--- config.mk ---
export PLATFORM = sky130hd
export DESIGN_NAME = dtlb
export DESIGN_NICKNAME = d
export VERILOG_FILES = /design/src/mmu_pkg.sv /design/src/dtlb.sv
export SDC_FILE = /design/constraint.sdc
export NUM_CORES = 1
export LEC_CHECK = 0
export BUFFER_PORTS_ARGS = -buffer_cell sky130_fd_sc_hd__buf_2
export CORE_ASPECT_RATIO = 1.1
export CORE_UTILIZATION = 35
export CTS_BUF_LIST = sky130_fd_sc_hd__clkbuf_2
export DETAILED_ROUTE_END_ITERATION = 8
export PLACE_DENSITY = 0.57
export SETUP_SLACK_MARGIN = 0.2
export SLEW_MARGIN = 40
export SYNTH_ARGS = -nofsm -noshare
export SYNTH_HDL_FRONTEND = slang
export SYNTH_SLANG_ARGS = --single-unit
--- constraint.sdc ---
create_clock -name clk_i -period 4.59 [get_ports clk_i]
set_input_delay 0.6885 -clock clk_i [delete_from_list [all_inputs] [get_ports clk_i]]
set_output_delay 0.6885 -clock clk_i [all_outputs]
set_load 0.05 [all_outputs]
--- src/mmu_pkg.sv ---
package mmu_pkg;

  localparam int WORD_W = 32;
  localparam int VPN_W  = 4;
  localparam int OFFS_W = 6;
  localparam int VA_W   = 2 * VPN_W + OFFS_W;
  localparam int PPN_W  = 4;
  localparam int PA_W   = PPN_W + OFFS_W;

  typedef enum logic [1:0] {
    e_priv_u = 2'b00,
    e_priv_s = 2'b01,
    e_priv_m = 2'b11
  } priv_e;

  typedef struct packed {
    logic [VPN_W-1:0]  vpn1;
    logic [VPN_W-1:0]  vpn0;
    logic [OFFS_W-1:0] offs;
  } vaddr_t;

  // Page table entry as stored in memory
  typedef struct packed {
    logic             valid;
    logic             read;
    logic             write;
    logic             user;
    logic             dirty;
    logic [PPN_W-1:0] ppn;
    logic [WORD_W-PPN_W-6:0] pad;
  } pte_t;

  typedef struct packed {
    logic [2*VPN_W-1:0] tag;
    logic [PPN_W-1:0]   ppn;
    logic               user;
    logic               write;
    logic               dirty;
  } tlb_entry_t;

  // Memory word seen as data or as a PTE
  typedef union packed {
    logic [WORD_W-1:0] raw;
    pte_t              pte;
  } mem_word_u;

  typedef struct packed {
    logic              store;
    vaddr_t            vaddr;
    logic [WORD_W-1:0] data;
  } mem_cmd_t;

  typedef struct packed {
    logic              fault;
    logic [WORD_W-1:0] data;
  } mem_resp_t;

endpackage

--- src/dtlb.sv ---
module dtlb
  import mmu_pkg::*;
#(
  parameter int TLB_ENTRIES = 4
) (
  input  logic               clk_i,
  input  logic               reset_i,
  input  logic               flush_i,
  input  logic [2*VPN_W-1:0] lookup_tag_i,
  output logic               hit_o,
  output tlb_entry_t         entry_o,
  input  logic               fill_v_i,
  input  tlb_entry_t         fill_entry_i
);

  localparam int IDX_W = (TLB_ENTRIES > 1) ? $clog2(TLB_ENTRIES) : 1;

  tlb_entry_t             entries_q [TLB_ENTRIES];
  logic [TLB_ENTRIES-1:0] valid_q;
  logic [TLB_ENTRIES-1:0] hit_vec;
  logic [IDX_W-1:0]       rr_q;

  always_comb begin
    entry_o = '0;
    for (int i = 0; i < TLB_ENTRIES; i++) begin
      hit_vec[i] = valid_q[i] && (entries_q[i].tag == lookup_tag_i);
      if (hit_vec[i]) begin
        entry_o = entries_q[i];
      end
    end
  end

  assign hit_o = |hit_vec;

  always_ff @(posedge clk_i) begin
    if (fill_v_i) begin
      entries_q[rr_q] <= fill_entry_i;
    end
  end

  always_ff @(posedge clk_i) begin
    if (reset_i) begin
      valid_q <= '0;
      rr_q    <= '0;
    end else if (flush_i) begin
      valid_q <= '0;
    end else if (fill_v_i) begin
      valid_q[rr_q] <= 1'b1;
      // Round-robin victim
      rr_q <= (rr_q == IDX_W'(TLB_ENTRIES - 1)) ? '0 : rr_q + 1'b1;
    end
  end

  // A fill only follows a miss, so tags stay unique
  a_one_hit: assert property (@(posedge clk_i) disable iff (reset_i) $onehot0(hit_vec))
    else $error("multiple TLB hits");

endmodule

==> results.cfg <==
[status]
outcome = complete, no violations

[final_layout]
final_layout_size_suffix_gt1_share_pct = 29.8
instances_no_fill = 376
seqCellArea_um2 = 1920
multi_input_area_um2 = 987
finalInstanceArea_um2 = 3360
nFillCells = 792
antennaDiodeCount = 0
syn2layout_area_growth_pct = 11.3
nNetsFinal = 291

[pwr]
leakagePower_nw = 1.16
p_per_area_nw_per_um2 = 308
irDropWorstVdd_mv = 0.0959

[synth]
ys_top_cells_by_area = edfxtp_1 (60%), xnor2_1 (7.5%), dfxtp_1 (4.0%)
synth_enable_flop_cells = 60
synth_nets = 247
netlist_area_um2 = 3020
ys_types = 34
synth.most_common_cell = edfxtp_1
synth_top_area_share_pct = 59.7
syn_avg_cell_area_um2 = 14.0
syn_inst = 216
yosys_most_used_dff = edfxtp_1
synth_seq_cells = 66
ys_top_cells_by_count = edfxtp_1 (60), xnor2_1 (26), nor2_1 (19), o22ai_1 (13), a21oi_1 (12)
yosysSeqAreaShare_pct = 63.7
yosysTopAreaCell = edfxtp_1
synthArstFlopShare_pct = 0
synth_warnings = 0

[sta]
rsz0062_at_grt = no
slew_headroom_pct = 44.9
finalClockSkew_ps = 17.3
tightest_slew_ps = 825
maxSlewViolCount = 0
hold_violations = 0
timing.setup.tns_ps = 0
period_share_pct = 79.6
min_period_ps = 3650
hold_slack_ps = 366
setup_viol = 0
fmax_mhz = 274

[route]
viasPerCell = 4.96
ant_nets = 0
drc = 0
wl_um = 6550
wl_per_cell_um = 17.4
drtIter0Drc = 116
drtPass1Iterations = 4
vias = 1865

[cts]
h-tree-depth = 3
clk_pin_slew_ps = 180
cts_root_buffer = clkbuf_2
ctsLongestPathBuffers = 2
hold_buffers = 0
cts_tree = done
postCtsSetupRepairBufs = 0
cts_resized = 0
clock_latency_ps = 520
cts.sinks = 66
numCtsBuffers = 9

[critical_path]
crit_chain = xnor2_1 -> nand4_1 -> nor3_4 -> nor2_2 -> a221oi_1 -> nor2_2 -> buf_2
cp-startpoint = entries_q[1][8]
cp_slowest_cell = nor3_4
cp_max_fo = 14
critical_path.top_delay_family = simple AND/OR/NAND/NOR gates
worstSetupEndpoint = entry_o[1]
cp-end-kind = output port
ff2ff_path_depth = 2
max_stage_delay_ps = 590
worstSetupStartpointType = flop
worstReg2RegEnd = entries_q[3][11]
crit_arrival_ps = 2970
crit_cells = 7
timing.rr.start = rr_q[0]
cp.required_ps = 3900
crit_top_cell = nor2_2
cp_num_buf_inv = 1
crit_type = flop to output port
r2r_slack_ps = 3190

[placement]
placed_area_um2 = 3270
io_buffers = 42
place_congestion = 0.776
hpwl_um = 4320
placed_cells = 360

[die]
ios = 43
die_area_um2 = 9000
die_x_um = 90.6
core_um2 = 8360
die_y_um = 99.4
rows = 35
initial_core_util_pct = 36.1

[grt]
grt_overflow = 0
grt_first_pass_wirelength_um = 10200
antenna_found_initial = 0
grt_max_degree = 17
first_global_vias = 1956
grtUsageTotal_pct = 15.6

[job]
drv_cap = 0

[worst_hold_path]
min_path_type = primary input to flop
through the flow:
| step | utilization (%) | setup slack (ps) | total power, mW |
|---|---|---|---|
| after floorplan | - | 1340 | 0.737 |
| after global placement | 39.1 | 960 | 0.766 |
| after detailed placement | 39.1 | 1030 | 0.767 |
| after CTS | 40.2 | 857 | 1.04 |
| after global routing | 40.2 | 723 | 1.07 |
| final | 40.2 | 936 | 1.03 |
layer usage:
layer / GRT usage (%) / vias up / wire length, um
met1: 18.9 / 898 / 2930
met2: 26.2 / 44 / 3220
li1: - / 913 / -
met3: 3.44 / 10 / 281
met4: 8.31 / 0 / 121
met5: 0 / - / 0
flip-flops by register name (all words and copies together) (netlist names):
name       cells
entries_q     60
valid_q        4
rr_q           2
cells in the final DEF (no fill, tap or decap):
| cell type | n |
|---|---|
| xnor2_2 | 1 |
| a221oi_2 | 4 |
| dfxtp_1 | 6 |
| or3b_1 | 1 |
| clkbuf_2 | 11 |
| xnor2_1 | 26 |
| nor2b_1 | 1 |
| a41o_1 | 1 |
| nor4_2 | 1 |
| a211oi_2 | 1 |
| nand2_1 | 9 |
| inv_1 | 2 |
| edfxtp_1 | 60 |
| clkinv_2 | 3 |
| and2_2 | 4 |
| nor2_1 | 19 |
| xor2_1 | 4 |
| o22ai_2 | 2 |
| a21oi_1 | 12 |
| ha_1 | 4 |
| buf_4 | 1 |
| nand3_1 | 6 |
| nor2_2 | 3 |
| nor3_2 | 1 |
| nand2_8 | 1 |
| o22ai_1 | 13 |
| clkinv_4 | 1 |
| and4_1 | 1 |
| nor3_1 | 7 |
| a2111oi_0 | 1 |
| buf_2 | 42 |
| or3_2 | 1 |
| nand4_1 | 7 |
| clkinvlp_4 | 1 |
| nand2b_1 | 2 |
| a221oi_1 | 4 |
| nor3_4 | 1 |
cell families after synthesis:
group                    share of synthesized area, %
flip-flops                                       63.7
AND/OR/NAND/NOR                                  11.9
AO/OA/AOI/OAI                                    9.70
XOR/XNOR                                         9.24
buffers and inverters                            3.85
adder cells (fa/ha/maj)                          1.66
worst min path at each step:
stage | to | startpoint | depth (start not counted)
floorplan | valid_q[0] | valid_q[0] | 2
global placement | valid_q[0] | valid_q[0] | 2
detailed placement | valid_q[0] | valid_q[0] | 2
CTS | entries_q[3][4] | fill_entry_i[4] | 1
global route | entries_q[0][4] | fill_entry_i[4] | 1
finish | entries_q[0][4] | fill_entry_i[4] | 1
layout make-up:
type,count,area share [%]
Multi-Input combinational cell,138,29.4
Clock inverter,5,0.931
Tap cell,111,4.13
Timing Repair Buffer,43,6.48
Sequential cell,66,57.2
Inverter,2,0.223
Clock buffer,11,1.64
where the power goes:
group | leakage (nW) | internal (mW) | total [mW] | switching [mW]
Sequential | 0.600 | 0.675 | 0.684 | 0.00933
Clock | 0.0617 | 0.0738 | 0.281 | 0.208
Combinational | 0.497 | 0.0265 | 0.0684 | 0.0419
Total | 1.16 | 0.775 | 1.03 | 0.259
No activity file was read; power rests on OpenSTA's default activity.
