$ cat src/mmu_pkg.sv
package mmu_pkg;

  localparam int WORD_W = 32;
  localparam int VPN_W  = 4;
  localparam int OFFS_W = 6;
  localparam int VA_W   = 2 * VPN_W + OFFS_W;
  localparam int PPN_W  = 4;
  localparam int PA_W   = PPN_W + OFFS_W;

  typedef enum logic [1:0] {
    e_priv_u = 2'b00,
    e_priv_s = 2'b01,
    e_priv_m = 2'b11
  } priv_e;

  typedef struct packed {
    logic [VPN_W-1:0]  vpn1;
    logic [VPN_W-1:0]  vpn0;
    logic [OFFS_W-1:0] offs;
  } vaddr_t;

  // Page table entry as stored in memory
  typedef struct packed {
    logic             valid;
    logic             read;
    logic             write;
    logic             user;
    logic             dirty;
    logic [PPN_W-1:0] ppn;
    logic [WORD_W-PPN_W-6:0] pad;
  } pte_t;

  typedef struct packed {
    logic [2*VPN_W-1:0] tag;
    logic [PPN_W-1:0]   ppn;
    logic               user;
    logic               write;
    logic               dirty;
  } tlb_entry_t;

  // Memory word seen as data or as a PTE
  typedef union packed {
    logic [WORD_W-1:0] raw;
    pte_t              pte;
  } mem_word_u;

  typedef struct packed {
    logic              store;
    vaddr_t            vaddr;
    logic [WORD_W-1:0] data;
  } mem_cmd_t;

  typedef struct packed {
    logic              fault;
    logic [WORD_W-1:0] data;
  } mem_resp_t;

endpackage

$ cat src/access_unit.sv
module access_unit
  import mmu_pkg::*;
(
  input  logic               clk_i,
  input  logic               reset_i,
  input  logic               cmd_v_i,
  input  mem_cmd_t           cmd_i,
  output logic               pop_o,
  input  logic               translation_en_i,
  input  priv_e              priv_i,
  input  logic               sum_i,
  input  logic               flush_i,
  input  logic               tlb_hit_i,
  input  tlb_entry_t         tlb_entry_i,
  output logic [2*VPN_W-1:0] lookup_tag_o,
  output logic               walk_start_o,
  input  logic               walk_busy_i,
  input  logic               walk_done_i,
  input  logic               walk_fault_i,
  input  logic [PA_W-1:0]    walk_addr_i,
  output logic [PA_W-1:0]    mem_addr_o,
  output logic               mem_we_o,
  output mem_word_u          mem_wdata_o,
  input  mem_word_u          mem_rdata_i,
  output logic               resp_v_o,
  output mem_resp_t          resp_o
);

  typedef enum logic [2:0] {
    e_idle,
    e_lookup,
    e_walk,
    e_access,
    e_respond
  } seq_state_e;

  seq_state_e      state_q;
  mem_cmd_t        cmd_q;
  logic [PA_W-1:0] pa_q;
  logic            priv_fault;
  logic            perm_fault;

  assign pop_o        = (state_q == e_idle) && cmd_v_i;
  assign lookup_tag_o = {cmd_q.vaddr.vpn1, cmd_q.vaddr.vpn0};
  assign walk_start_o = (state_q == e_lookup) && !tlb_hit_i;

  assign priv_fault = ((priv_i == e_priv_u) && !tlb_entry_i.user) ||
                      ((priv_i == e_priv_s) && tlb_entry_i.user && !sum_i);
  assign perm_fault = priv_fault ||
                      (cmd_q.store && (!tlb_entry_i.write || !tlb_entry_i.dirty));

  always_ff @(posedge clk_i) begin
    if (reset_i) begin
      state_q <= e_idle;
    end else begin
      case (state_q)
        e_idle: begin
          if (cmd_v_i) begin
            state_q <= translation_en_i ? e_lookup : e_access;
          end
        end
        e_lookup: begin
          if (!tlb_hit_i) begin
            state_q <= e_walk;
          end else begin
            state_q <= perm_fault ? e_idle : e_access;
          end
        end
        e_walk: begin
          if (walk_done_i) begin
            state_q <= walk_fault_i ? e_idle : e_lookup;
          end
        end
        e_access: state_q <= e_respond;
        default:  state_q <= e_idle;
      endcase
    end
  end

  // Bare mode keeps the low bits, a hit replaces them
  always_ff @(posedge clk_i) begin
    if (pop_o) begin
      cmd_q <= cmd_i;
      pa_q  <= cmd_i.vaddr[PA_W-1:0];
    end else if ((state_q == e_lookup) && tlb_hit_i) begin
      pa_q <= {tlb_entry_i.ppn, cmd_q.vaddr.offs};
    end
  end

  // Walker owns the port while busy
  assign mem_addr_o      = walk_busy_i ? walk_addr_i : pa_q;
  assign mem_we_o        = !walk_busy_i && (state_q == e_access) && cmd_q.store;
  assign mem_wdata_o.raw = cmd_q.data;

  always_comb begin
    resp_v_o = 1'b0;
    resp_o   = '0;
    case (state_q)
      e_lookup: begin
        if (tlb_hit_i && perm_fault) begin
          resp_v_o     = 1'b1;
          resp_o.fault = 1'b1;
        end
      end
      e_walk: begin
        if (walk_done_i && walk_fault_i) begin
          resp_v_o     = 1'b1;
          resp_o.fault = 1'b1;
        end
      end
      e_respond: begin
        resp_v_o    = 1'b1;
        resp_o.data = cmd_q.store ? '0 : mem_rdata_i.raw;
      end
      default: begin
        resp_v_o = 1'b0;
      end
    endcase
  end

  // Flush only between commands
  a_flush_idle: assert property (@(posedge clk_i) disable iff (reset_i)
                                 flush_i |-> (state_q == e_idle) && !walk_busy_i)
    else $error("TLB flush during a command");

endmodule

$ cat config.mk
export PLATFORM = sky130hd
export DESIGN_NAME = access_unit
export DESIGN_NICKNAME = d
export VERILOG_FILES = /design/src/mmu_pkg.sv /design/src/access_unit.sv
export SDC_FILE = /design/constraint.sdc
export NUM_CORES = 1
export LEC_CHECK = 0
export BUFFER_PORTS_ARGS = -buffer_cell sky130_fd_sc_hd__buf_4
export CAP_MARGIN = 20
export CORE_UTILIZATION = 44
export CTS_CLUSTER_DIAMETER = 120
export DETAILED_ROUTE_END_ITERATION = 10
export HOLD_SLACK_MARGIN = 0.03
export PLACE_DENSITY = 0.95
export SLEW_MARGIN = 20
export SYNTH_ARGS = -nofsm -noshare
export SYNTH_HDL_FRONTEND = slang
export SYNTH_SLANG_ARGS = --single-unit
export TNS_END_PERCENT = 30
$ cat constraint.sdc
create_clock -name clk_i -period 2.86 [get_ports clk_i]
set_input_delay 0.572 -clock clk_i [delete_from_list [all_inputs] [get_ports clk_i]]
set_output_delay 0.572 -clock clk_i [all_outputs]
set_load 0.03 [all_outputs]
==> impl_results.md <==
- Post-synthesis register bit count: 60
- Rel. slew slack: 0.442
- Congestion Overflow GR: 0
- ANT cells: 0
- IO Port Bufs: 193
- H-tree depth: 3
- Number of DRC markers in iteration 0: 74
- CP Capture Type: primary output
- Post-Place Cells: 416
- Clk sinks: 60
- Ratio of final minimum period to clock period: 0.922
- GR Util All Layers: 0.207
- Hold_ws: 0.413 ns
- DR vias/cell: 4.62
- Core box area: 0.00603 mm2
- DIE AREA: 0.00666 mm2
- Worst-Margin Slew: 0.836 ns
- Unrepaired setup endpoints after global routing: no
- Seq/Total Area, Yosys: 0.636
- Post-synth top area share: 0.614
- Max frequency: 0.379 GHz
- CTS Buf Count: 9
- Most frequent cells in the layout: buf_4 (196), edfxtp_1 (57), and2_1 (32), mux2_2 (12), clkbuf_8 (9)
- Die Span X: 81.6 um
- Final Util: 0.697
- Slowest cell on crit path: nor2_2
- Clock root cell: clkbuf_8
- Drt drc: 0
- CP Buf/Inv Count: 1
- Initial antenna violation count: 0
- Cells after synthesis: 191
- Max rail drop VDD: 0.538 mV
- Status: complete, no violations
- Num ports: 203
- Net Count, Synth: 307
- Crit path max fanout: 32
- Vias in the first global route: 1989
- Post-layout min period: 2.64 ns
- CP Launch Type: flip-flop
- Starting Density: 0.463
- Slew Limit Fails: 0
- Worst skew pair latency: 0.33 ns
- Synthesis Warnings: 0
- Ratio of cells with drive above 1 in the final layout: 0.669
- P_leak: 0.00190 uW
- CTS Hold Bufs: 0
- Maxcap violations: 0
- First-pass GRT wire length: 9650 um
- Clock Skew: 0.00644 ns
- Worst-case clock buffer depth: 2
- Family with the most delay on the worst path: simple AND/OR/NAND/NOR gates
- Cell Chain, Critical Path: nor2_1 > nand2_1 > nor2_2 > and2_1 > buf_4
- Post-synthesis cell type count: 27
- Min-Delay Path Class: input port to flip-flop
- Fin. Hold Viols: 0
- Die Y: 81.6 um
- Critical path required time: 2.29 ns
- CTS tree: built
- Fin nets: 468
- Site row count: 28
- Hpwl dp: 5560 um
- PD cells: 685 mW/mm2
- CP Class: flip-flop to primary output
- Post-Layout Cell Count: 432
- WP data arrival: 2.06 ns
- Via count: 1994
- Final GP Congestion: 0.743
- Syn_area_per_cell: 14.6 um2
- Final setup vio count: 0
- First-pass DRT Iterations: 5
- Top cell type by total area after synthesis: edfxtp_1
- WL final: 7100 um
- Area Growth Syn to Fin: 50.7%
- Leading cell type in the layout, fill and taps excluded: buf_4
- DRT antenna net count: 0
- Clock-pin slew on the worst setup and hold paths: 0.07 ns
- Dominant cells by area after synthesis: edfxtp_1 (61%), buf_4 (11%), and2_1 (7.2%)
- Largest net degree at the start of global routing: 33
- Crit path largest cell delay: 0.66 ns
- PostCTS Resize Cnt: 0
- Setup TNS: 0 ns
- Number of buffers inserted by post-CTS setup repair: 0
- Mapped Area: 0.00279 mm2
- Avg WL per Cell: 16.4 um
[sequential cells by signal, indices dropped and copies added (netlist names)]
| register | count |
|---|---|
| lookup_tag_o | 8 |
| cmd_q | 7 |
| pa_q | 10 |
| state_q | 3 |
| mem_wdata_o | 32 |
[synthesized netlist by cell type, drive strengths merged]
cell,n
o21ai,2
a2111oi,1
dfxtp,3
a21oi,2
nor2,7
nand2,6
a211oi,1
nand4,1
o211ai,1
a211o,1
nor4bb,1
buf,46
a32oi,1
nor3,4
nor2b,1
mux2,20
edfxtp,57
and2,32
nand2b,4
[cell families after synthesis]
kind of cell,synth area share
flops,0.636
simple gates,0.124
compound gates,0.0260
buf+inv,0.123
mux,0.0916
[per-layer routing]
| layer | vias to the layer above | GRT usage | routed length (um) |
|---|---|---|---|
| met5 | - | 0 | 0 |
| met4 | 0 | 0.102 | 192 |
| met3 | 19 | 0.0878 | 414 |
| met2 | 76 | 0.348 | 3840 |
| met1 | 943 | 0.224 | 2660 |
| li1 | 956 | - | - |
[stage by stage]
step	setup slack, ns	instance area [um2]	power (uW)
after floorplan	0.607	2790	1890
after global placement	0.681	4010	2130
after detailed placement	0.600	4010	2160
after CTS	0.237	4200	2890
after global routing	0.0199	4200	2980
final	0.224	4200	2880
[path summary, 6_finish.rpt]
check,start,slack (ns),endpoint,cells after the start
hold reg to reg,cmd_q[34],0.56,pa_q[2],1
setup reg to reg,state_q[1],0.94,pa_q[4],4
setup / recovery,state_q[0],0.22,resp_o[3],5
hold / removal,cmd_i[7],0.41,mem_wdata_o[7],1
[report_power, final]
group          switching, uW  internal, uW
combinational            514           374
clock                    338           402
sequential              71.2          1180
total                    923          1950
[area by class of cell]
cell class | count | area, um2
Timing Repair Buffer | 196 | 1470
Tap cell | 75 | 93.8
Multi-Input combinational cell | 85 | 673
Clock inverter | 6 | 63.8
Sequential cell | 60 | 1770
Fill cell | 408 | 1820
Clock buffer | 10 | 128
Note: power is estimated with default switching activity, not from simulation.
