===== config.mk =====
export PLATFORM = sky130hd
export DESIGN_NAME = cmd_fifo
export DESIGN_NICKNAME = d
export VERILOG_FILES = /design/src/mmu_pkg.sv /design/src/cmd_fifo.sv
export SDC_FILE = /design/constraint.sdc
export NUM_CORES = 1
export LEC_CHECK = 0
export BUFFER_PORTS_ARGS = -buffer_cell sky130_fd_sc_hd__clkbuf_2
export CAP_MARGIN = 20
export CORE_AREA = 3 3 153 96
export CTS_BUF_LIST = sky130_fd_sc_hd__clkbuf_2
export DETAILED_ROUTE_END_ITERATION = 7
export DIE_AREA = 0 0 156 99
export GPL_ROUTABILITY_DRIVEN = 0
export GPL_TIMING_DRIVEN = 0
export PLACE_DENSITY = 0.82
export SLEW_MARGIN = 0
export SYNTH_ARGS = -nofsm -noshare
export SYNTH_HDL_FRONTEND = slang
export SYNTH_SLANG_ARGS = --single-unit

===== constraint.sdc =====
create_clock -name clk_i -period 2.45 [get_ports clk_i]
set_input_delay 0.1225 -clock clk_i [delete_from_list [all_inputs] [get_ports clk_i]]
set_output_delay 0.1225 -clock clk_i [all_outputs]
set_load 0.02 [all_outputs]

===== src/mmu_pkg.sv =====
package mmu_pkg;

  localparam int WORD_W = 32;
  localparam int VPN_W  = 4;
  localparam int OFFS_W = 6;
  localparam int VA_W   = 2 * VPN_W + OFFS_W;
  localparam int PPN_W  = 4;
  localparam int PA_W   = PPN_W + OFFS_W;

  typedef enum logic [1:0] {
    e_priv_u = 2'b00,
    e_priv_s = 2'b01,
    e_priv_m = 2'b11
  } priv_e;

  typedef struct packed {
    logic [VPN_W-1:0]  vpn1;
    logic [VPN_W-1:0]  vpn0;
    logic [OFFS_W-1:0] offs;
  } vaddr_t;

  // Page table entry as stored in memory
  typedef struct packed {
    logic             valid;
    logic             read;
    logic             write;
    logic             user;
    logic             dirty;
    logic [PPN_W-1:0] ppn;
    logic [WORD_W-PPN_W-6:0] pad;
  } pte_t;

  typedef struct packed {
    logic [2*VPN_W-1:0] tag;
    logic [PPN_W-1:0]   ppn;
    logic               user;
    logic               write;
    logic               dirty;
  } tlb_entry_t;

  // Memory word seen as data or as a PTE
  typedef union packed {
    logic [WORD_W-1:0] raw;
    pte_t              pte;
  } mem_word_u;

  typedef struct packed {
    logic              store;
    vaddr_t            vaddr;
    logic [WORD_W-1:0] data;
  } mem_cmd_t;

  typedef struct packed {
    logic              fault;
    logic [WORD_W-1:0] data;
  } mem_resp_t;

endpackage


===== src/cmd_fifo.sv =====
module cmd_fifo
  import mmu_pkg::*;
#(
  parameter int FIFO_DEPTH = 4
) (
  input  logic     clk_i,
  input  logic     reset_i,
  input  logic     push_i,
  input  mem_cmd_t cmd_i,
  input  logic     pop_i,
  output logic     valid_o,
  output mem_cmd_t cmd_o,
  output logic     credit_o
);

  localparam int PTR_W = (FIFO_DEPTH > 1) ? $clog2(FIFO_DEPTH) : 1;
  localparam int CNT_W = $clog2(FIFO_DEPTH + 1);

  mem_cmd_t         mem_q [FIFO_DEPTH];
  logic [PTR_W-1:0] wr_ptr_q;
  logic [PTR_W-1:0] rd_ptr_q;
  logic [CNT_W-1:0] count_q;
  logic             full;

  assign full    = (count_q == CNT_W'(FIFO_DEPTH));
  assign valid_o = (count_q != '0);
  assign cmd_o   = mem_q[rd_ptr_q];

  always_ff @(posedge clk_i) begin
    if (push_i) begin
      mem_q[wr_ptr_q] <= cmd_i;
    end
  end

  always_ff @(posedge clk_i) begin
    if (reset_i) begin
      wr_ptr_q <= '0;
      rd_ptr_q <= '0;
      count_q  <= '0;
      credit_o <= 1'b0;
    end else begin
      if (push_i) begin
        wr_ptr_q <= (wr_ptr_q == PTR_W'(FIFO_DEPTH - 1)) ? '0 : wr_ptr_q + 1'b1;
      end
      if (pop_i) begin
        rd_ptr_q <= (rd_ptr_q == PTR_W'(FIFO_DEPTH - 1)) ? '0 : rd_ptr_q + 1'b1;
      end
      count_q  <= count_q + CNT_W'(push_i) - CNT_W'(pop_i);
      // One credit back per freed slot
      credit_o <= pop_i;
    end
  end

  // Sender must respect the credit count
  a_no_push_full: assert property (@(posedge clk_i) disable iff (reset_i) push_i |-> !full)
    else $error("push into full command queue");

endmodule


==> flow_metrics.tcl, run 1 <==
set metrics [dict create \
    status "complete, no violations" \
    finalCritPeriodShare_pct 93.9 \
    synth.distinct_cells 20 \
    switching_share_pct 25.8 \
    grt_usage_pct 17.6 \
    synthCells 288 \
    crit_arrival_ns 2.18 \
    cts.reportedPaths.clkPinSlew_ns 0.29 \
    ios 100 \
    fmax_mhz 435 \
    grt_max_degree 26 \
    dpl_cell_area_um2 8070 \
    clkLatencyLatePin_ns 0.70 \
    grt_overflow_total 0 \
    mappedNetlistArea_um2 7270 \
    drtIter0Drc 243 \
    tightest_slew_ns 0.716 \
    rows 33 \
    p_comb_share_pct 13.6 \
    end_kind "output pin" \
    wl_per_cell_um 19.5 \
    syn_nets 347 \
    area.growth.synth_to_final_pct 21.2 \
    p_switching_mw 1.59 \
    cp_max_fo 10 \
    reg2reg_from "count_q[0]$_SDFF_PP0_" \
    num_vias 3473 \
    clockBufferDepth 2 \
    path_class "reg -> out" \
    portBuffers 99 \
    die_w_um 156 \
    remaining_drc_errors 0 \
    drv_cap 0 \
    cts_tree "done" \
    finalHoldViolations 0 \
    synth_area_leaders "edfxtp_1 78%, mux4_2 15%, dfxtp_1 2.8%" \
    holdPathEnd "mem_q[2][19]$_DFFE_PP_" \
    final_cell_mix "188 x edfxtp_1, 118 x clkbuf_2, 51 x dlygate4sd3_1" \
    core-area_um2 13400 \
    synthDominantCellAreaShare_pct 77.6 \
    rsz0062_at_grt "true" \
    setup_viol 0 \
    dr.pass1.iters 4 \
    h-tree-depth 4 \
    cts_root_buf "clkbuf_2" \
    crit_path_start_kind "flop" \
    via_per_inst 5.35 \
    drive_gt1_share_pct 41.8 \
    wl_um 12700 \
    initial_core_util_pct 54.2 \
    grt_pass1_wl_um 20200 \
    finalClockSkew_ns 0.0290 \
    maxSlewHeadroom_pct 52.2 \
    power_mw 6.15 \
    diodes 0 \
    pwr-share-clk_pct 22.9 \
    clkSinkCount 198 \
    grt_pass1_vias 3755 \
    synth-seq-area-share_pct 80.4 \
    seqPwrFrac_pct 63.4 \
    whs_path_depth 2 \
    layout.filler_cells 877 \
    maxSlewViolCount 0 \
    final_cell_area_um2 8810 \
    yosysTopAreaCell "edfxtp_1" \
    min_path_type "in -> reg" \
    die_height_um 99 \
    numCtsBuffers 17 \
    fin_nets 520 \
    ant_nets 0 \
    hold_start "cmd_i[19]" \
    p_per_area_nw_per_um2 697 \
    hpwl_um 7630 \
    dieArea_um2 15400 \
    place.detailed.instances 566 \
    layout.cells.non_filler 649 \
    postCtsSetupBuffers 0 \
    required_ns 2.33 \
    ir_drop_uv 477 \
    final_common_cell "edfxtp_1" \
    ys_seq_elements 198 \
    antenna_found_initial 0 \
    ys_warn_count 0 \
    r2r_end "count_q[1]$_SDFF_PP0_" \
    reg2reg_depth 8 \
    postSynthAreaPerCell_um2 25.3 \
    p_leak_nw 3.07 \
    regToRegSetupSlack_ns 0.38 \
    fin_crit_ns 2.30 \
    cell_internal_pwr_mw 4.56 \
]
[power by group through the flow]
stage          Combinational [mW]  Clock (mW)  Sequential, mW
6_report                    0.839        1.41            3.90
5_1_grt                     0.906        1.60            3.92
4_1_cts                     0.849        1.45            3.90
3_5_place_dp                0.773           0            3.98
3_3_place_gp                0.733           0            3.97
2_1_floorplan               0.495           0            3.97
[cell usage after synthesis]
cell	instances
a21oi_1	2
and2_1	4
buf_12	3
buf_2	4
buf_4	1
buf_6	1
clkbuf_1	1
dfxtp_1	10
edfxtp_1	188
fa_1	1
ha_1	7
inv_1	5
mux2i_1	2
mux4_2	47
nand2b_1	2
nor2_1	4
nor2b_1	2
or3_1	1
or3b_2	2
xnor3_1	1
[repair_timing]
action	CTS	global route
endpoints found under the setup margin	8	38
hold buffers	51	0
resized for setup	3	6
hold endpoints to repair	198	0
[logic make-up (layout without fill, tap and decap cells)]
| kind of cell | count (synthesis) | in the layout | share of synthesized area (%) |
|---|---|---|---|
| flops | 198 | 198 | 80.4 |
| mux | 49 | 49 | 14.8 |
| simple gates | 15 | 15 | 1.22 |
| buf+inv | 15 | 201 | 1.67 |
| fa+ha+maj | 8 | 8 | 1.48 |
| compound gates | 2 | 2 | 0.138 |
| xor+xnor | 1 | 1 | 0.310 |
[layer usage]
metal  wire length, um  part of all wire, %  GRT usage (%)  vias to the layer above
li1                  -                    -              -                     1559
met5                 0                    0              0                        -
met2              6320                   50           29.0                      118
met1              5400                   43           23.5                     1786
met3               851                  6.7           5.53                       10
met4                85                 0.67           3.66                        0
[worst max path at each step]
stage                                         from                     end  slack (ns)  cells after the start
after detailed placement  wr_ptr_q[0]$_SDFFE_PP0P_  mem_q[0][22]$_DFFE_PP_        0.61                      4
after CTS                                     flop               cmd_o[40]        0.01                      4
after floorplan           wr_ptr_q[0]$_SDFFE_PP0P_   mem_q[2][0]$_DFFE_PP_        0.38                      3
after global routing                          flop               cmd_o[40]       -0.01                      4
final                                         flop               cmd_o[40]        0.15                      4
after global placement    wr_ptr_q[0]$_SDFFE_PP0P_  mem_q[0][27]$_DFFE_PP_       -0.40                      3
[final cells by class]
type | instances | area, um2 | share of cell area (%)
Sequential cell | 198 | 5850 | 66.3
Multi-Input combinational cell | 75 | 1310 | 14.9
Timing Repair Buffer | 154 | 1090 | 12.3
Tap cell | 175 | 219 | 2.48
Buffer | 10 | 123 | 1.39
Clock inverter | 14 | 119 | 1.35
Clock buffer | 18 | 90.1 | 1.02
Inverter | 5 | 18.8 | 0.213
[registers in the layout, summed over array words and instances, names as in the netlist, named ones only]
name,count
wr_ptr_q,2
mem_q,188
credit_o,1
rd_ptr_q,2
count_q,3
[per-stage QoR]
step	util (%)	setup slack (ns)	hold slack (ns)	TNS, ns
after floorplan	-	0.378	0.189	0
after global placement	59.5	-0.403	0.334	-74.12
after detailed placement	60.2	0.610	0.342	0
after CTS	65.6	0.0127	0.0679	0
after global routing	65.7	-0.0139	0.0577	-0.0139
final	65.7	0.150	0.146	0
[worst max-delay path: stages, from the launching register on]
cell	delay, ns
dfxtp_2	0.42
buf_12	0.16
buf_12	0.16
mux4_2	0.55
clkbuf_2	0.18
Power figures use the tool's default switching activity.
==> run 2: changes to the inputs <==
--- a/config.mk
+++ b/config.mk
@@ -7,13 +7,14 @@
 export LEC_CHECK = 0
 export BUFFER_PORTS_ARGS = -buffer_cell sky130_fd_sc_hd__clkbuf_2
 export CAP_MARGIN = 20
-export CORE_AREA = 3 3 153 96
+export CORE_AREA = 3 3 156 97
 export CTS_BUF_LIST = sky130_fd_sc_hd__clkbuf_2
 export DETAILED_ROUTE_END_ITERATION = 7
-export DIE_AREA = 0 0 156 99
+export DIE_AREA = 0 0 159 100
 export GPL_ROUTABILITY_DRIVEN = 0
 export GPL_TIMING_DRIVEN = 0
-export PLACE_DENSITY = 0.82
+export PLACE_DENSITY = 0.83
+export SETUP_SLACK_MARGIN = 0.4
 export SLEW_MARGIN = 0
 export SYNTH_ARGS = -nofsm -noshare
 export SYNTH_HDL_FRONTEND = slang
==> constraint.sdc (replaced) <==
create_clock -name clk_i -period 2.06 [get_ports clk_i]
set_input_delay 0.103 -clock clk_i [delete_from_list [all_inputs] [get_ports clk_i]]
set_output_delay 0.103 -clock clk_i [all_outputs]
set_load 0.02 [all_outputs]
==> run 2 against run 1 <==
Effect of this change:
- the run now ends with negative setup slack left
- sequential cell count did not move
- combinational power rose by 55%
- count of clock-buffer cells in the layout did not move
- global-route usage fell by 0.42 points
- sequential share of layout area decreased by 3.8 points
- cell count increased by 4.2%
- via count rose by 3.9%
- clock skew grew 0.014 ns
- hold slack worse by 0.021 ns
- utilization rose by 2.7 points
- register-to-register slack better by 0.10 ns
- power grew 24%
- critical endpoint is now cmd_o[31]
==> flow_metrics.tcl, run 2 (synthesized netlist as in run 1, its figures left out) <==
set metrics [dict create \
    remaining_drc_errors 0 \
    wl_um 14400 \
    top_register "mem_q" \
    min_path_type "in -> reg" \
    dr.pass1.iters 4 \
    portBuffers 99 \
    fin_nets 531 \
    cts_tree "done" \
    fmax_mhz 454 \
    seqPwrFrac_pct 61.1 \
    initial_core_util_pct 53.1 \
    layout.area.seq_um2 5860 \
    pwr-share-clk_pct 21.9 \
    p_per_area_nw_per_um2 812 \
    grt_usage_pct 17.2 \
    maxSlewHeadroom_pct 73.2 \
    diodes 0 \
    final_cell_mix "188 x edfxtp_1, 72 x clkbuf_2, 50 x dlygate4sd3_1" \
    pre_cts_ws_ns 0.227 \
    end_kind "output pin" \
    h-tree-depth 4 \
    clockBufferDepth 2 \
    die_height_um 100 \
    grt_max_degree 31 \
    cp_max_fo 5 \
    ir_drop_uv 424 \
    p_leak_nw 3.24 \
    area.growth.synth_to_final_pct 28.8 \
    final_cell_area_um2 9370 \
    setup_ws_ns -0.141 \
    post-route-util_pct 68.3 \
    violations "negative setup slack" \
    drive_gt1_share_pct 45.2 \
    crit_top_cell "buf_12" \
    cts.reportedPaths.clkPinSlew_ns 0.30 \
    setup_viol 47 \
    grt_overflow_total 0 \
    switching_share_pct 25.9 \
    critical_path_buf_inv_count 3 \
    status "complete, but fails checks" \
    ant_nets 0 \
    p_switching_mw 1.97 \
    drtIter0Drc 298 \
    clkLatencyLatePin_ns 0.71 \
    path_class "reg -> out" \
    numCtsBuffers 17 \
    maxSlewViolCount 0 \
    finalClockSkew_ns 0.0433 \
    largestRegisters "mem_q: 188 flops, count_q: 3 flops" \
    crit_path_start_kind "flop" \
    hpwl_um 8040 \
    num_vias 3609 \
    die_w_um 159 \
    crit_chain "buf_12 -> buf_12 -> mux4_2 -> buf_8" \
    antenna_found_initial 0 \
    grt_pass1_wl_um 20700 \
    ios 100 \
    required_ns 1.96 \
    finalCritPeriodShare_pct 107 \
    cell_internal_pwr_mw 5.64 \
    via_per_inst 5.34 \
    slowest_delay_ns 0.55 \
    rows 33 \
    hold_ws_ns 0.126 \
    wl_per_cell_um 21.3 \
    grt_pass1_vias 3848 \
    fin_crit_ns 2.20 \
    final.setup.tns_ns -4.64 \
    dieArea_um2 15900 \
    rsz0062_at_grt "true" \
    drv_cap 0 \
    finalHoldViolations 0 \
    multi_input_area_um2 1370 \
    core-area_um2 13700 \
    cp_top_family "multiplexers" \
    layout.filler_cells 885 \
    cts_root_buf "clkbuf_2" \
    largest_reg_flops 188 \
    dpl_cell_area_um2 8100 \
    p_comb_share_pct 17.0 \
    cp_slowest_cell "mux4_2" \
    clkSinkCount 198 \
    final_common_cell "edfxtp_1" \
    crit_arrival_ns 2.10 \
    tightest_slew_ns 0.402 \
]
[run 2: worst paths after layout]
kind                            start                        to  slack (ns)  cells past startpoint
max                              flop                 cmd_o[31]       -0.14                      4
min reg2reg  wr_ptr_q[0]$_SDFFE_PP0P_  wr_ptr_q[0]$_SDFFE_PP0P_        0.57                      2
min                         cmd_i[32]    mem_q[1][32]$_DFFE_PP_        0.13                      2
max reg2reg     count_q[0]$_SDFF_PP0_     count_q[2]$_SDFF_PP0_        0.48                      8
[run 2: worst register-to-register path, stage by stage (launching register included)]
cell,delay [ns]
dfxtp_2,0.42
inv_2,0.05
ha_4,0.21
inv_2,0.06
ha_4,0.11
inv_2,0.04
fa_2,0.37
xnor3_1,0.23
nor2_1,0.04
[run 2: repair_timing]
| item | 4_1_cts | 5_1_grt |
|---|---|---|
| setup endpoints to repair | 153 | 57 |
| cloned | 0 | 7 |
| setup buffers | 4 | 1 |
| hold endpoints to repair | 258 | 0 |
| hold buffers | 50 | 0 |
| resized for setup | 35 | 129 |
| pin swaps | 0 | 1 |
[run 2: layout make-up]
class	count	share of cell area (%)
Clock inverter	13	1.28
Inverter	5	0.200
Timing Repair Buffer	163	16.3
Tap cell	192	2.56
Clock buffer	18	0.962
Sequential cell	198	62.5
Multi-Input combinational cell	77	14.6
Buffer	10	1.60
[run 2: metal layers]
metal	vias up	share of wire, %	GRT usage (%)
met5	-	0	0
met4	0	0.71	3.56
met3	10	7.4	5.48
met2	143	51	29.6
met1	1869	41	22.0
li1	1587	-	-
[run 2: power by group through the flow]
| stage | Clock, mW | Combinational, mW | Sequential, mW |
|---|---|---|---|
| 6_report | 1.67 | 1.30 | 4.65 |
| 5_1_grt | 1.86 | 1.38 | 4.66 |
| 2_1_floorplan | 0 | 0.590 | 4.72 |
| 4_1_cts | 1.70 | 1.09 | 4.64 |
| 3_3_place_gp | 0 | 0.876 | 4.72 |
| 3_5_place_dp | 0 | 0.925 | 4.73 |
[run 2: through the flow]
step / cells / power (mW)
detailed placement: 583 / 5.66
floorplan: 288 / 5.31
finish: 676 / 7.61
global route: 676 / 7.90
CTS: 668 / 7.43
global placement: 579 / 5.59
