==> src/mmu_pkg.sv <==
package mmu_pkg;

  localparam int WORD_W = 32;
  localparam int VPN_W  = 4;
  localparam int OFFS_W = 6;
  localparam int VA_W   = 2 * VPN_W + OFFS_W;
  localparam int PPN_W  = 4;
  localparam int PA_W   = PPN_W + OFFS_W;

  typedef enum logic [1:0] {
    e_priv_u = 2'b00,
    e_priv_s = 2'b01,
    e_priv_m = 2'b11
  } priv_e;

  typedef struct packed {
    logic [VPN_W-1:0]  vpn1;
    logic [VPN_W-1:0]  vpn0;
    logic [OFFS_W-1:0] offs;
  } vaddr_t;

  // Page table entry as stored in memory
  typedef struct packed {
    logic             valid;
    logic             read;
    logic             write;
    logic             user;
    logic             dirty;
    logic [PPN_W-1:0] ppn;
    logic [WORD_W-PPN_W-6:0] pad;
  } pte_t;

  typedef struct packed {
    logic [2*VPN_W-1:0] tag;
    logic [PPN_W-1:0]   ppn;
    logic               user;
    logic               write;
    logic               dirty;
  } tlb_entry_t;

  // Memory word seen as data or as a PTE
  typedef union packed {
    logic [WORD_W-1:0] raw;
    pte_t              pte;
  } mem_word_u;

  typedef struct packed {
    logic              store;
    vaddr_t            vaddr;
    logic [WORD_W-1:0] data;
  } mem_cmd_t;

  typedef struct packed {
    logic              fault;
    logic [WORD_W-1:0] data;
  } mem_resp_t;

endpackage

==> src/page_walker.sv <==
module page_walker
  import mmu_pkg::*;
(
  input  logic               clk_i,
  input  logic               reset_i,
  input  logic               start_i,
  input  logic [2*VPN_W-1:0] tag_i,
  input  logic [PPN_W-1:0]   root_ppn_i,
  output logic               busy_o,
  output logic [PA_W-1:0]    mem_addr_o,
  input  mem_word_u          mem_rdata_i,
  output logic               fill_v_o,
  output tlb_entry_t         fill_entry_o,
  output logic               done_o,
  output logic               fault_o
);

  typedef enum logic [2:0] {
    e_idle,
    e_l1_rd,
    e_l1_chk,
    e_l0_rd,
    e_l0_chk
  } walk_state_e;

  walk_state_e        state_q;
  logic [2*VPN_W-1:0] tag_q;
  logic [PPN_W-1:0]   ppn_q;
  pte_t               pte;
  logic               l1_ok;
  logic               l0_ok;

  assign pte = mem_rdata_i.pte;

  // Level 1 must point onward, level 0 must be a readable leaf
  assign l1_ok = pte.valid && !pte.read && !pte.write;
  assign l0_ok = pte.valid && pte.read;

  always_ff @(posedge clk_i) begin
    if (reset_i) begin
      state_q <= e_idle;
    end else begin
      case (state_q)
        e_idle:   state_q <= start_i ? e_l1_rd : e_idle;
        e_l1_rd:  state_q <= e_l1_chk;
        e_l1_chk: state_q <= l1_ok ? e_l0_rd : e_idle;
        e_l0_rd:  state_q <= e_l0_chk;
        default:  state_q <= e_idle;
      endcase
    end
  end

  always_ff @(posedge clk_i) begin
    if (start_i) begin
      tag_q <= tag_i;
    end
    if (state_q == e_l1_chk) begin
      ppn_q <= pte.ppn;
    end
  end

  assign mem_addr_o = (state_q == e_l0_rd) ?
                      {ppn_q, {(OFFS_W - VPN_W){1'b0}}, tag_q[VPN_W-1:0]} :
                      {root_ppn_i, {(OFFS_W - VPN_W){1'b0}}, tag_q[2*VPN_W-1:VPN_W]};

  assign busy_o   = (state_q != e_idle);
  assign done_o   = ((state_q == e_l1_chk) && !l1_ok) || (state_q == e_l0_chk);
  assign fault_o  = ((state_q == e_l1_chk) && !l1_ok) || ((state_q == e_l0_chk) && !l0_ok);
  assign fill_v_o = (state_q == e_l0_chk) && l0_ok;

  assign fill_entry_o = '{tag: tag_q, ppn: pte.ppn, user: pte.user,
                          write: pte.write, dirty: pte.dirty};

  a_start_idle: assert property (@(posedge clk_i) disable iff (reset_i) start_i |-> !busy_o)
    else $error("walk started while busy");

endmodule

==> config.mk <==
export PLATFORM = sky130hd
export DESIGN_NAME = page_walker
export DESIGN_NICKNAME = d
export VERILOG_FILES = /design/src/mmu_pkg.sv /design/src/page_walker.sv
export SDC_FILE = /design/constraint.sdc
export NUM_CORES = 1
export LEC_CHECK = 0
export ABC_AREA = 1
export BUFFER_PORTS_ARGS = -buffer_cell sky130_fd_sc_hd__buf_4
export CAP_MARGIN = 20
export CORE_ASPECT_RATIO = 1.4
export CORE_UTILIZATION = 23
export DETAILED_ROUTE_END_ITERATION = 10
export PLACE_DENSITY = 0.64
export SETUP_SLACK_MARGIN = 0.4
export SYNTH_ARGS = -nofsm -noshare
export SYNTH_HDL_FRONTEND = slang
export SYNTH_SLANG_ARGS = --single-unit
==> constraint.sdc <==
create_clock -name clk_i -period 1 [get_ports clk_i]
set_clock_uncertainty 0.15 [all_clocks]
set_input_delay 0.05 -clock clk_i [delete_from_list [all_inputs] [get_ports clk_i]]
set_output_delay 0.05 -clock clk_i [all_outputs]
set_load 0.05 [all_outputs]
==> impl_metrics.env, run 1 <==
export IMPL_drive_above_1_share=0.7857
export IMPL_power_w=0.001913
export IMPL_startpoint_type="flip-flop"
export IMPL_fillers=296
export IMPL_seqCellArea_um2=429.2
export IMPL_synth_commonest_cells="12 x edfxtp_1, 12 x inv_1, 12 x nand2_1"
export IMPL_period_needed_ns=1.448
export IMPL_clk_pin_slew_ns=0.06
export IMPL_grt_max_degree=10
export IMPL_cts_inserted_buffers=3
export IMPL_status="finished with violations"
export IMPL_clock_sinks=15
export IMPL_syn_cell_area_um2=749.5
export IMPL_grt_overflow_total=0
export IMPL_ant_nets=0
export IMPL_dp_cells=155
export IMPL_crit_chain="clkinv_4 > nand3_4 > buf_12 > nand2_4 > o21ai_4 > buf_6"
export IMPL_setup_ws_ns=-0.4476
export IMPL_globalRouteTotalUtil=0.1185
export IMPL_io_pins=76
export IMPL_crit_buf_inv=3
export IMPL_synth_area_leaders="edfxtp_1 48%, o21ai_2 9.3%, buf_4 9.0%"
export IMPL_synth_distinct_cells=17
export IMPL_avgSynthCellArea_um2=10.27
export IMPL_cp_top_family="buffers and inverters"
export IMPL_routedWlPerCell_um=11.44
export IMPL_reg2reg_from="state_q[0]$_SDFF_PP0_"
export IMPL_postSynth_topFlopCell="edfxtp_1"
export IMPL_powerDensity_nw_per_um2=1218
export IMPL_hpwlAfterDp_um=1487
export IMPL_core_area_um2=3123
export IMPL_cpPeakStageDelay_ns=0.36
export IMPL_whs_path_depth=2
export IMPL_synth_top_area_cell="edfxtp_1"
export IMPL_synth_seq_cells=15
export IMPL_num_antenna_cells=0
export IMPL_ys_seq_area_frac=0.5609
export IMPL_gp_congestion=0.6758
export IMPL_port_buffers=46
export IMPL_critPathKind="flip-flop to output port"
export IMPL_vias=675
export IMPL_vias_per_cell=4.091
export IMPL_rows=24
export IMPL_start_util=0.2400
export IMPL_hold_viol=25
export IMPL_grt_pass1_wl_um=3049
export IMPL_min_path_type="primary input to flip-flop"
export IMPL_cts_root_buf="clkbuf_8"
export IMPL_clockBufferDepth=2
export IMPL_cp_slowest_cell="dfxtp_2"
export IMPL_dp_worst_setup_slack_ns=-0.2546
export IMPL_end_kind="output port"
export IMPL_multi_input_area_um2=406.6
export IMPL_finalSetupViolCount=26
export IMPL_clkLatencyLatePin_ns=0.25
export IMPL_ir_drop_mv=0.8126
export IMPL_rsz0062_at_grt="yes"
export IMPL_cap_viol_max_count=0
export IMPL_drc=0
export IMPL_hold_ws_ns=-0.1801
export IMPL_die_height_um=69.54
export IMPL_final_nets=174
export IMPL_synth_top_area_frac=0.4808
export IMPL_die_w_um=50.25
export IMPL_fmax_mhz=690.8
export IMPL_areaGrowthSynthToFinish_pct=109.5
export IMPL_holdPathEnd="state_q[0]$_SDFF_PP0_"
export IMPL_r2r_slack_ns=-0.35
export IMPL_grt_pass1_vias=699
export IMPL_r2r_end="ppn_q[2]$_DFFE_PN_"
export IMPL_finalCritPeriodShare=1.448
export IMPL_cts_tree="built"
export IMPL_synth_cells=73
export IMPL_antenna_found_initial=0
export IMPL_fin_cells=165
export IMPL_drt_iter0_drc=3
export IMPL_wl_um=1888
export IMPL_leakagePower_nw=0.6760
export IMPL_slew_viol_final=0
export IMPL_violations="hold timing, setup timing"
export IMPL_hold_start="reset_i"
export IMPL_htree_levels=1
export IMPL_cp_arrival_ns=1.25
export IMPL_synth_warnings=0
export IMPL_startpoint="state_q[2]$_SDFF_PP0_"
export IMPL_required_ns=0.80
export IMPL_synth_edf_count=12
export IMPL_die_area_um2=3494
export IMPL_async_reset_ff_frac=0
export IMPL_worst_path_max_fanout=8
export IMPL_finalSetupTns_ns=-7.271
export IMPL_dr_pass1_iters=2
export IMPL_ff2ff_path_depth=5
==> cells by family after synthesis <==
logic type	count (synthesis)	synth area share
flip-flops	15	0.5609
buffers and inverters	23	0.1703
AND/OR/NAND/NOR	22	0.1436
other	1	0.005004
AO/OA/AOI/OAI	12	0.1202
==> cell usage in the layout, fill, tap and decap left out, types with 3 or more instances in the layout <==
master     n
buf_6     21
nand3_4    3
nand2_4   10
buf_8      4
clkbuf_8   3
o21ai_4   10
edfxtp_1  12
inv_2      4
buf_4     30
inv_1      6
buf_12     3
==> where the power goes <==
part / switching, W / internal [W]
Sequential: 0.0000401 / 0.000715
Clock: 0.000192 / 0.000282
Combinational: 0.000409 / 0.000275
==> routing by layer <==
metal	wire length, µm	track usage
met4	27	0.03810
met1	613	0.1150
met5	0	0
met3	105	0.02632
met2	1142	0.2326
==> registers in the layout, summed over array words and instances (netlist names) <==
register,cells
tag_q,8
state_q,3
ppn_q,4
==> how the worst max path moves through the flow <==
| stage | endpoint | slack [ns] | cells after the start |
|---|---|---|---|
| 4_1_cts | mem_addr_o[7] | -0.46 | 5 |
| 3_3_place_gp | mem_addr_o[7] | -0.21 | 6 |
| 5_1_grt | mem_addr_o[3] | -0.49 | 6 |
| 6_report | mem_addr_o[7] | -0.45 | 6 |
| 2_1_floorplan | mem_addr_o[0] | -0.25 | 2 |
| 3_5_place_dp | mem_addr_o[7] | -0.25 | 6 |
==> area by class of cell <==
| type | instances | area share |
|---|---|---|
| inverters | 13 | 0.03745 |
| repair buffers | 58 | 0.3705 |
| flip-flops and latches | 15 | 0.2733 |
| multi-input cells | 36 | 0.2590 |
| clock buffers | 4 | 0.02869 |
| well taps | 39 | 0.03108 |
==> metrics by stage <==
step | area (µm²) | utilization
after CTS | 1484 | 0.4752
after floorplan | 900.9 | -
after global placement | 1290 | 0.4131
after global routing | 1570 | 0.5028
final | 1570 | 0.5028
after detailed placement | 1290 | 0.4131
==> what timing repair did <==
action,in CTS,in global routing
endpoints found under the hold margin,25,25
setup buffers,3,3
resized for setup,36,15
pin swaps,8,2
endpoints found under the setup margin,27,27
No activity file was read; power rests on OpenSTA's default activity.
==> inputs of run 2 (changes only) <==
RECOVER_POWER = 50   (was not set)
==> run 2 against run 1 <==
Die area unchanged. Combinational power about the same. Count of clock-buffer cells in the layout unchanged. Setup slack about the same. Clock power about the same. Total power decreased by 0.12%. Routed wire length decreased by 0.85%. The flow still finishes with violations (hold timing, setup timing). Via count increased by 0.15%. Critical path type unchanged. Global-route usage unchanged. Largest power group unchanged. Fmax about the same. Critical endpoint unchanged.
==> impl_metrics.env, run 2 (synthesis gave the netlist of run 1 again) <==
export IMPL_core_area_um2=3123
export IMPL_io_pins=76
export IMPL_vias_per_cell=4.097
export IMPL_largest_register="tag_q"
export IMPL_whs_path_depth=2
export IMPL_topRoutingLayerUsed="met4"
export IMPL_hold_ws_ns=-0.1801
export IMPL_cts_root_buf="clkbuf_8"
export IMPL_dp_cells=155
export IMPL_rsz0062_at_grt="yes"
export IMPL_die_w_um=50.25
export IMPL_end_kind="output port"
export IMPL_mostFrequentLayoutCells="21 x buf_6, 19 x buf_4, 12 x edfxtp_1"
export IMPL_fin_cells=165
export IMPL_r2r_end="ppn_q[2]$_DFFE_PN_"
export IMPL_die_area_um2=3494
export IMPL_grt_max_degree=10
export IMPL_cp_top_family="buffers and inverters"
export IMPL_clkLatencyLatePin_ns=0.25
export IMPL_grt_pass1_vias=699
export IMPL_port_buffers=46
export IMPL_finalSetupViolCount=26
export IMPL_cpPeakStageDelay_ns=0.36
export IMPL_drc=0
export IMPL_grt_pass1_wl_um=3049
export IMPL_vias=676
export IMPL_final_nets=174
export IMPL_met3WireLength_um=104
export IMPL_clock_sinks=15
export IMPL_htree_levels=1
export IMPL_status="finished with violations"
export IMPL_ant_nets=0
export IMPL_num_antenna_cells=0
export IMPL_powerDensity_nw_per_um2=1217
export IMPL_dp_worst_setup_slack_ns=-0.2546
export IMPL_cp_slowest_cell="dfxtp_2"
export IMPL_reg2reg_from="state_q[0]$_SDFF_PP0_"
export IMPL_finalCritPeriodShare=1.448
export IMPL_clk_pin_slew_ns=0.06
export IMPL_wl_um=1872
export IMPL_clockBufferDepth=2
export IMPL_period_needed_ns=1.448
export IMPL_wl_met1_um=603
export IMPL_slew_viol_final=0
export IMPL_gp_congestion=0.6758
export IMPL_setup_ws_ns=-0.4476
export IMPL_antenna_found_initial=0
export IMPL_drt_iter0_drc=3
export IMPL_reg_top3="tag_q: 8 flops, ppn_q: 4 flops, state_q: 3 flops"
export IMPL_grt_overflow_total=0
export IMPL_holdPathEnd="state_q[0]$_SDFF_PP0_"
export IMPL_min_path_type="primary input to flip-flop"
export IMPL_r2r_slack_ns=-0.35
export IMPL_fmax_mhz=690.8
export IMPL_largest_reg_flops=8
export IMPL_areaGrowthSynthToFinish_pct=109.5
export IMPL_hold_start="reset_i"
export IMPL_required_ns=0.80
export IMPL_die_height_um=69.54
export IMPL_dr_pass1_iters=2
export IMPL_final_common_cell="buf_6"
export IMPL_crit_chain="clkinv_4 > nand3_4 > buf_12 > nand2_4 > o21ai_4 > buf_6"
export IMPL_fillers=296
export IMPL_violations="hold timing, setup timing"
export IMPL_cap_viol_max_count=0
export IMPL_hpwlAfterDp_um=1487
export IMPL_cts_tree="built"
export IMPL_ir_drop_mv=0.8127
export IMPL_crit_buf_inv=3
export IMPL_rows=24
export IMPL_routedWlPerCell_um=11.35
export IMPL_worst_path_max_fanout=8
export IMPL_globalRouteTotalUtil=0.1185
export IMPL_critPathKind="flip-flop to output port"
export IMPL_dr_wl_met2_um=1136
export IMPL_finalSetupTns_ns=-7.269
export IMPL_ff2ff_path_depth=5
export IMPL_cts_inserted_buffers=3
export IMPL_drive_above_1_share=0.7857
export IMPL_start_util=0.2400
export IMPL_startpoint_type="flip-flop"
export IMPL_hold_viol=25
export IMPL_cp_arrival_ns=1.25
export IMPL_leakagePower_nw=0.6737
==> run 2: cell types whose count changed in the layout (fill, tap and decap cells not counted), sizes merged <==
cell and change:
buf -11, clkbuf +11
==> run 2: routing by layer <==
metal | up-vias | global-route usage
met1 | 309 | 0.1150
li1 | 332 | -
met2 | 32 | 0.2326
met3 | 3 | 0.02632
met4 | 0 | 0.03810
met5 | - | 0
==> run 2: power breakdown <==
group / switching [W] / internal [W]
logic: 0.000409 / 0.000273
clock network: 0.000192 / 0.000282
registers: 0.0000401 / 0.000714
total: 0.000641 / 0.00127
==> run 2: worst register-to-register path: cells and delay by family, from the launching register on <==
family	cells	cell delay [ns]
buffers and inverters	4	0.42
DFF	1	0.37
and+or+nand+nor	1	0.13
==> run 2: cell type report <==
class | count | area, µm² | area share
inverter | 13 | 58.81 | 0.03745
timing repair buffer | 58 | 581.8 | 0.3705
multi-input combinational | 36 | 406.6 | 0.2590
tap | 39 | 48.80 | 0.03108
clock buffer | 4 | 45.04 | 0.02869
sequential | 15 | 429.2 | 0.2733
==> run 2: how the worst max path moves through the flow <==
stage	to	from	depth (start not counted)
final	mem_addr_o[7]	state_q[2]$_SDFF_PP0_	6
after global routing	mem_addr_o[3]	state_q[2]$_SDFF_PP0_	6
after CTS	mem_addr_o[7]	state_q[2]$_SDFF_PP0_	5
after detailed placement	mem_addr_o[7]	state_q[2]$_SDFF_PP0_	6
after global placement	mem_addr_o[7]	state_q[2]$_SDFF_PP0_	6
after floorplan	mem_addr_o[0]	tag_q[0]$_DFFE_PP_	2
==> run 2: per-stage QoR <==
step                      hold slack (ns)  utilization  power, W  cell area (µm²)
final                             -0.1801       0.5028  0.001911             1570
after global routing              -0.1751       0.5028  0.001990             1570
after CTS                         -0.1876       0.4752  0.001901             1484
after detailed placement         -0.04966       0.4131  0.001350             1290
after global placement           -0.04966       0.4131  0.001338             1290
after floorplan                  -0.04064            -  0.001177            900.9
==> run 2: repair_timing <==
item,in CTS,in global routing
hold endpoints to repair,25,25
pin swaps,8,2
resized for setup,36,15
setup buffers,3,3
endpoints found under the setup margin,27,27
==> inputs of run 3 (changes only) <==
ABC_CLOCK_PERIOD_IN_PS = 1000   (was not set)
CELL_PAD_IN_SITES_DETAIL_PLACEMENT = 1   (was not set)
CELL_PAD_IN_SITES_GLOBAL_PLACEMENT = 1   (was not set)
CORE_UTILIZATION = 21   (was 23)
PLACE_DENSITY = 0.81   (was 0.64)
==> run 3 against run 2 <==
The run still ends with hold timing, setup timing left. Design area fell by 2.5%. Sequential share of layout area rose by 0.86 points. Die area rose by 9.2%. Total power fell by 1.6%. Flip-flop and latch count did not move. Largest cell class unchanged. Critical path depth fell by 1. Via count rose by 1.5%.
==> impl_metrics.env, run 3 (synthesis gave the netlist of run 1 again) <==
export IMPL_final_nets=175
export IMPL_io_pins=76
export IMPL_multi_input_area_um2=367.9
export IMPL_largest_register="tag_q"
export IMPL_met3WireLength_um=103
export IMPL_leakagePower_nw=0.6805
export IMPL_hpwlAfterDp_um=1733
export IMPL_clock_sinks=15
export IMPL_drive_above_1_share=0.7717
export IMPL_finalSetupViolCount=27
export IMPL_status="finished with violations"
export IMPL_drc=0
export IMPL_finalSetupTns_ns=-6.845
export IMPL_stdcell_area_um2=1531
export IMPL_routedWlPerCell_um=12.83
export IMPL_dpl_cell_area_um2=1279
export IMPL_cts_root_buf="clkbuf_8"
export IMPL_largest_reg_flops=8
export IMPL_ff2ff_path_depth=5
export IMPL_drt_iter0_drc=6
export IMPL_wl_um=2142
export IMPL_seqCellArea_um2=431.7
export IMPL_die_w_um=52.49
export IMPL_dp_worst_setup_slack_ns=-0.2523
export IMPL_start_util=0.2219
export IMPL_die_area_um2=3815
export IMPL_die_height_um=72.69
export IMPL_grt_overflow_total=0
export IMPL_startpoint_type="flip-flop"
export IMPL_final_common_cell="buf_4"
export IMPL_topRoutingLayerUsed="met3"
export IMPL_fillers=366
export IMPL_port_buffers=46
export IMPL_ir_drop_mv=0.6011
export IMPL_reg2reg_from="state_q[2]$_SDFF_PP0_"
export IMPL_fmax_mhz=686.1
export IMPL_r2r_slack_ns=-0.25
export IMPL_end_kind="output port"
export IMPL_clk_pin_slew_ns=0.06
export IMPL_hold_viol=25
export IMPL_wl_met1_um=654
export IMPL_violations="hold timing, setup timing"
export IMPL_gp_congestion=0.6384
export IMPL_period_needed_ns=1.458
export IMPL_clockBufferDepth=2
export IMPL_grt_max_degree=10
export IMPL_vias=686
export IMPL_grt_pass1_vias=788
export IMPL_dr_pass1_iters=3
export IMPL_mostFrequentLayoutCells="22 x buf_4, 20 x buf_6, 12 x edfxtp_1"
export IMPL_num_antenna_cells=0
export IMPL_clkLatencyLatePin_ns=0.24
export IMPL_vias_per_cell=4.108
export IMPL_globalRouteTotalUtil=0.1210
export IMPL_r2r_end="ppn_q[3]$_DFFE_PN_"
export IMPL_dr_wl_met2_um=1384
export IMPL_areaGrowthSynthToFinish_pct=104.3
export IMPL_cts_tree="built"
export IMPL_min_path_type="primary input to flip-flop"
export IMPL_cts_inserted_buffers=3
export IMPL_antenna_found_initial=0
export IMPL_slew_viol_final=0
export IMPL_critPathCapture="mem_addr_o[9]"
export IMPL_core_area_um2=3378
export IMPL_ant_nets=0
export IMPL_critPathKind="flip-flop to output port"
export IMPL_hold_ws_ns=-0.1746
export IMPL_rsz0062_at_grt="yes"
export IMPL_reg_top3="tag_q: 8 flops, ppn_q: 4 flops, state_q: 3 flops"
export IMPL_finalCritPeriodShare=1.458
export IMPL_htree_levels=1
export IMPL_rows=25
export IMPL_powerDensity_nw_per_um2=1228
export IMPL_startpoint="state_q[2]$_SDFF_PP0_"
export IMPL_cp_arrival_ns=1.26
export IMPL_setup_ws_ns=-0.4575
export IMPL_required_ns=0.80
export IMPL_worst_path_max_fanout=8
export IMPL_grt_pass1_wl_um=3367
export IMPL_cap_viol_max_count=0
## run 3: timing repair
action	in CTS	in global routing
endpoints found under the setup margin	27	27
buffers inserted	2	4
pin swaps	9	1
gates resized for setup	35	4
cloned	1	0
endpoints found under the hold margin	25	25
## run 3: area by class of cell
class / instances / share of cell area
Clock inverter: 1 / 0.003268
Timing Repair Buffer: 59 / 0.3799
Sequential cell: 15 / 0.2819
Multi-Input combinational cell: 36 / 0.2402
Tap cell: 40 / 0.03268
Inverter: 13 / 0.03513
Clock buffer: 3 / 0.02696
## run 3: worst min-delay path by stage
stage / from / end / slack, ns / depth (start not counted)
finish: reset_i / state_q[0]$_SDFF_PP0_ / -0.17 / 2
detailed placement: mem_rdata_i[27] / fill_entry_o[0] / -0.05 / 0
CTS: reset_i / state_q[0]$_SDFF_PP0_ / -0.18 / 2
global placement: mem_rdata_i[27] / fill_entry_o[0] / -0.05 / 0
global route: reset_i / state_q[1]$_SDFF_PP0_ / -0.18 / 2
floorplan: reset_i / state_q[1]$_SDFF_PP0_ / -0.04 / 1
## run 3: routing by layer
metal / vias up / global-route usage
met5: - / 0
li1: 333 / -
met1: 325 / 0.1087
met2: 28 / 0.2504
met3: 0 / 0.02708
met4: 0 / 0.03509
## run 3: metrics by stage
step                      power, W  instances  utilization  hold WS (ns)
after floorplan           0.001177         74            -      -0.04064
after global placement    0.001338        156       0.3785      -0.04941
after detailed placement  0.001353        156       0.3785      -0.04941
after CTS                 0.001911        163       0.4415       -0.1830
after global routing      0.001971        167       0.4533       -0.1841
final                     0.001881        167       0.4533       -0.1746
## run 3: worst max-delay path: stages (launching register included)
cell,delay (ns)
dfxtp_4,0.35
inv_4,0.08
nand3_4,0.11
buf_16,0.18
o21ai_4,0.13
buf_6,0.17
## run 3: power by group
| group | internal [W] | total [W] | switching [W] |
|---|---|---|---|
| sequential | 0.000711 | 0.000746 | 0.0000351 |
| combinational | 0.000253 | 0.000657 | 0.000405 |
| clock | 0.000275 | 0.000477 | 0.000202 |
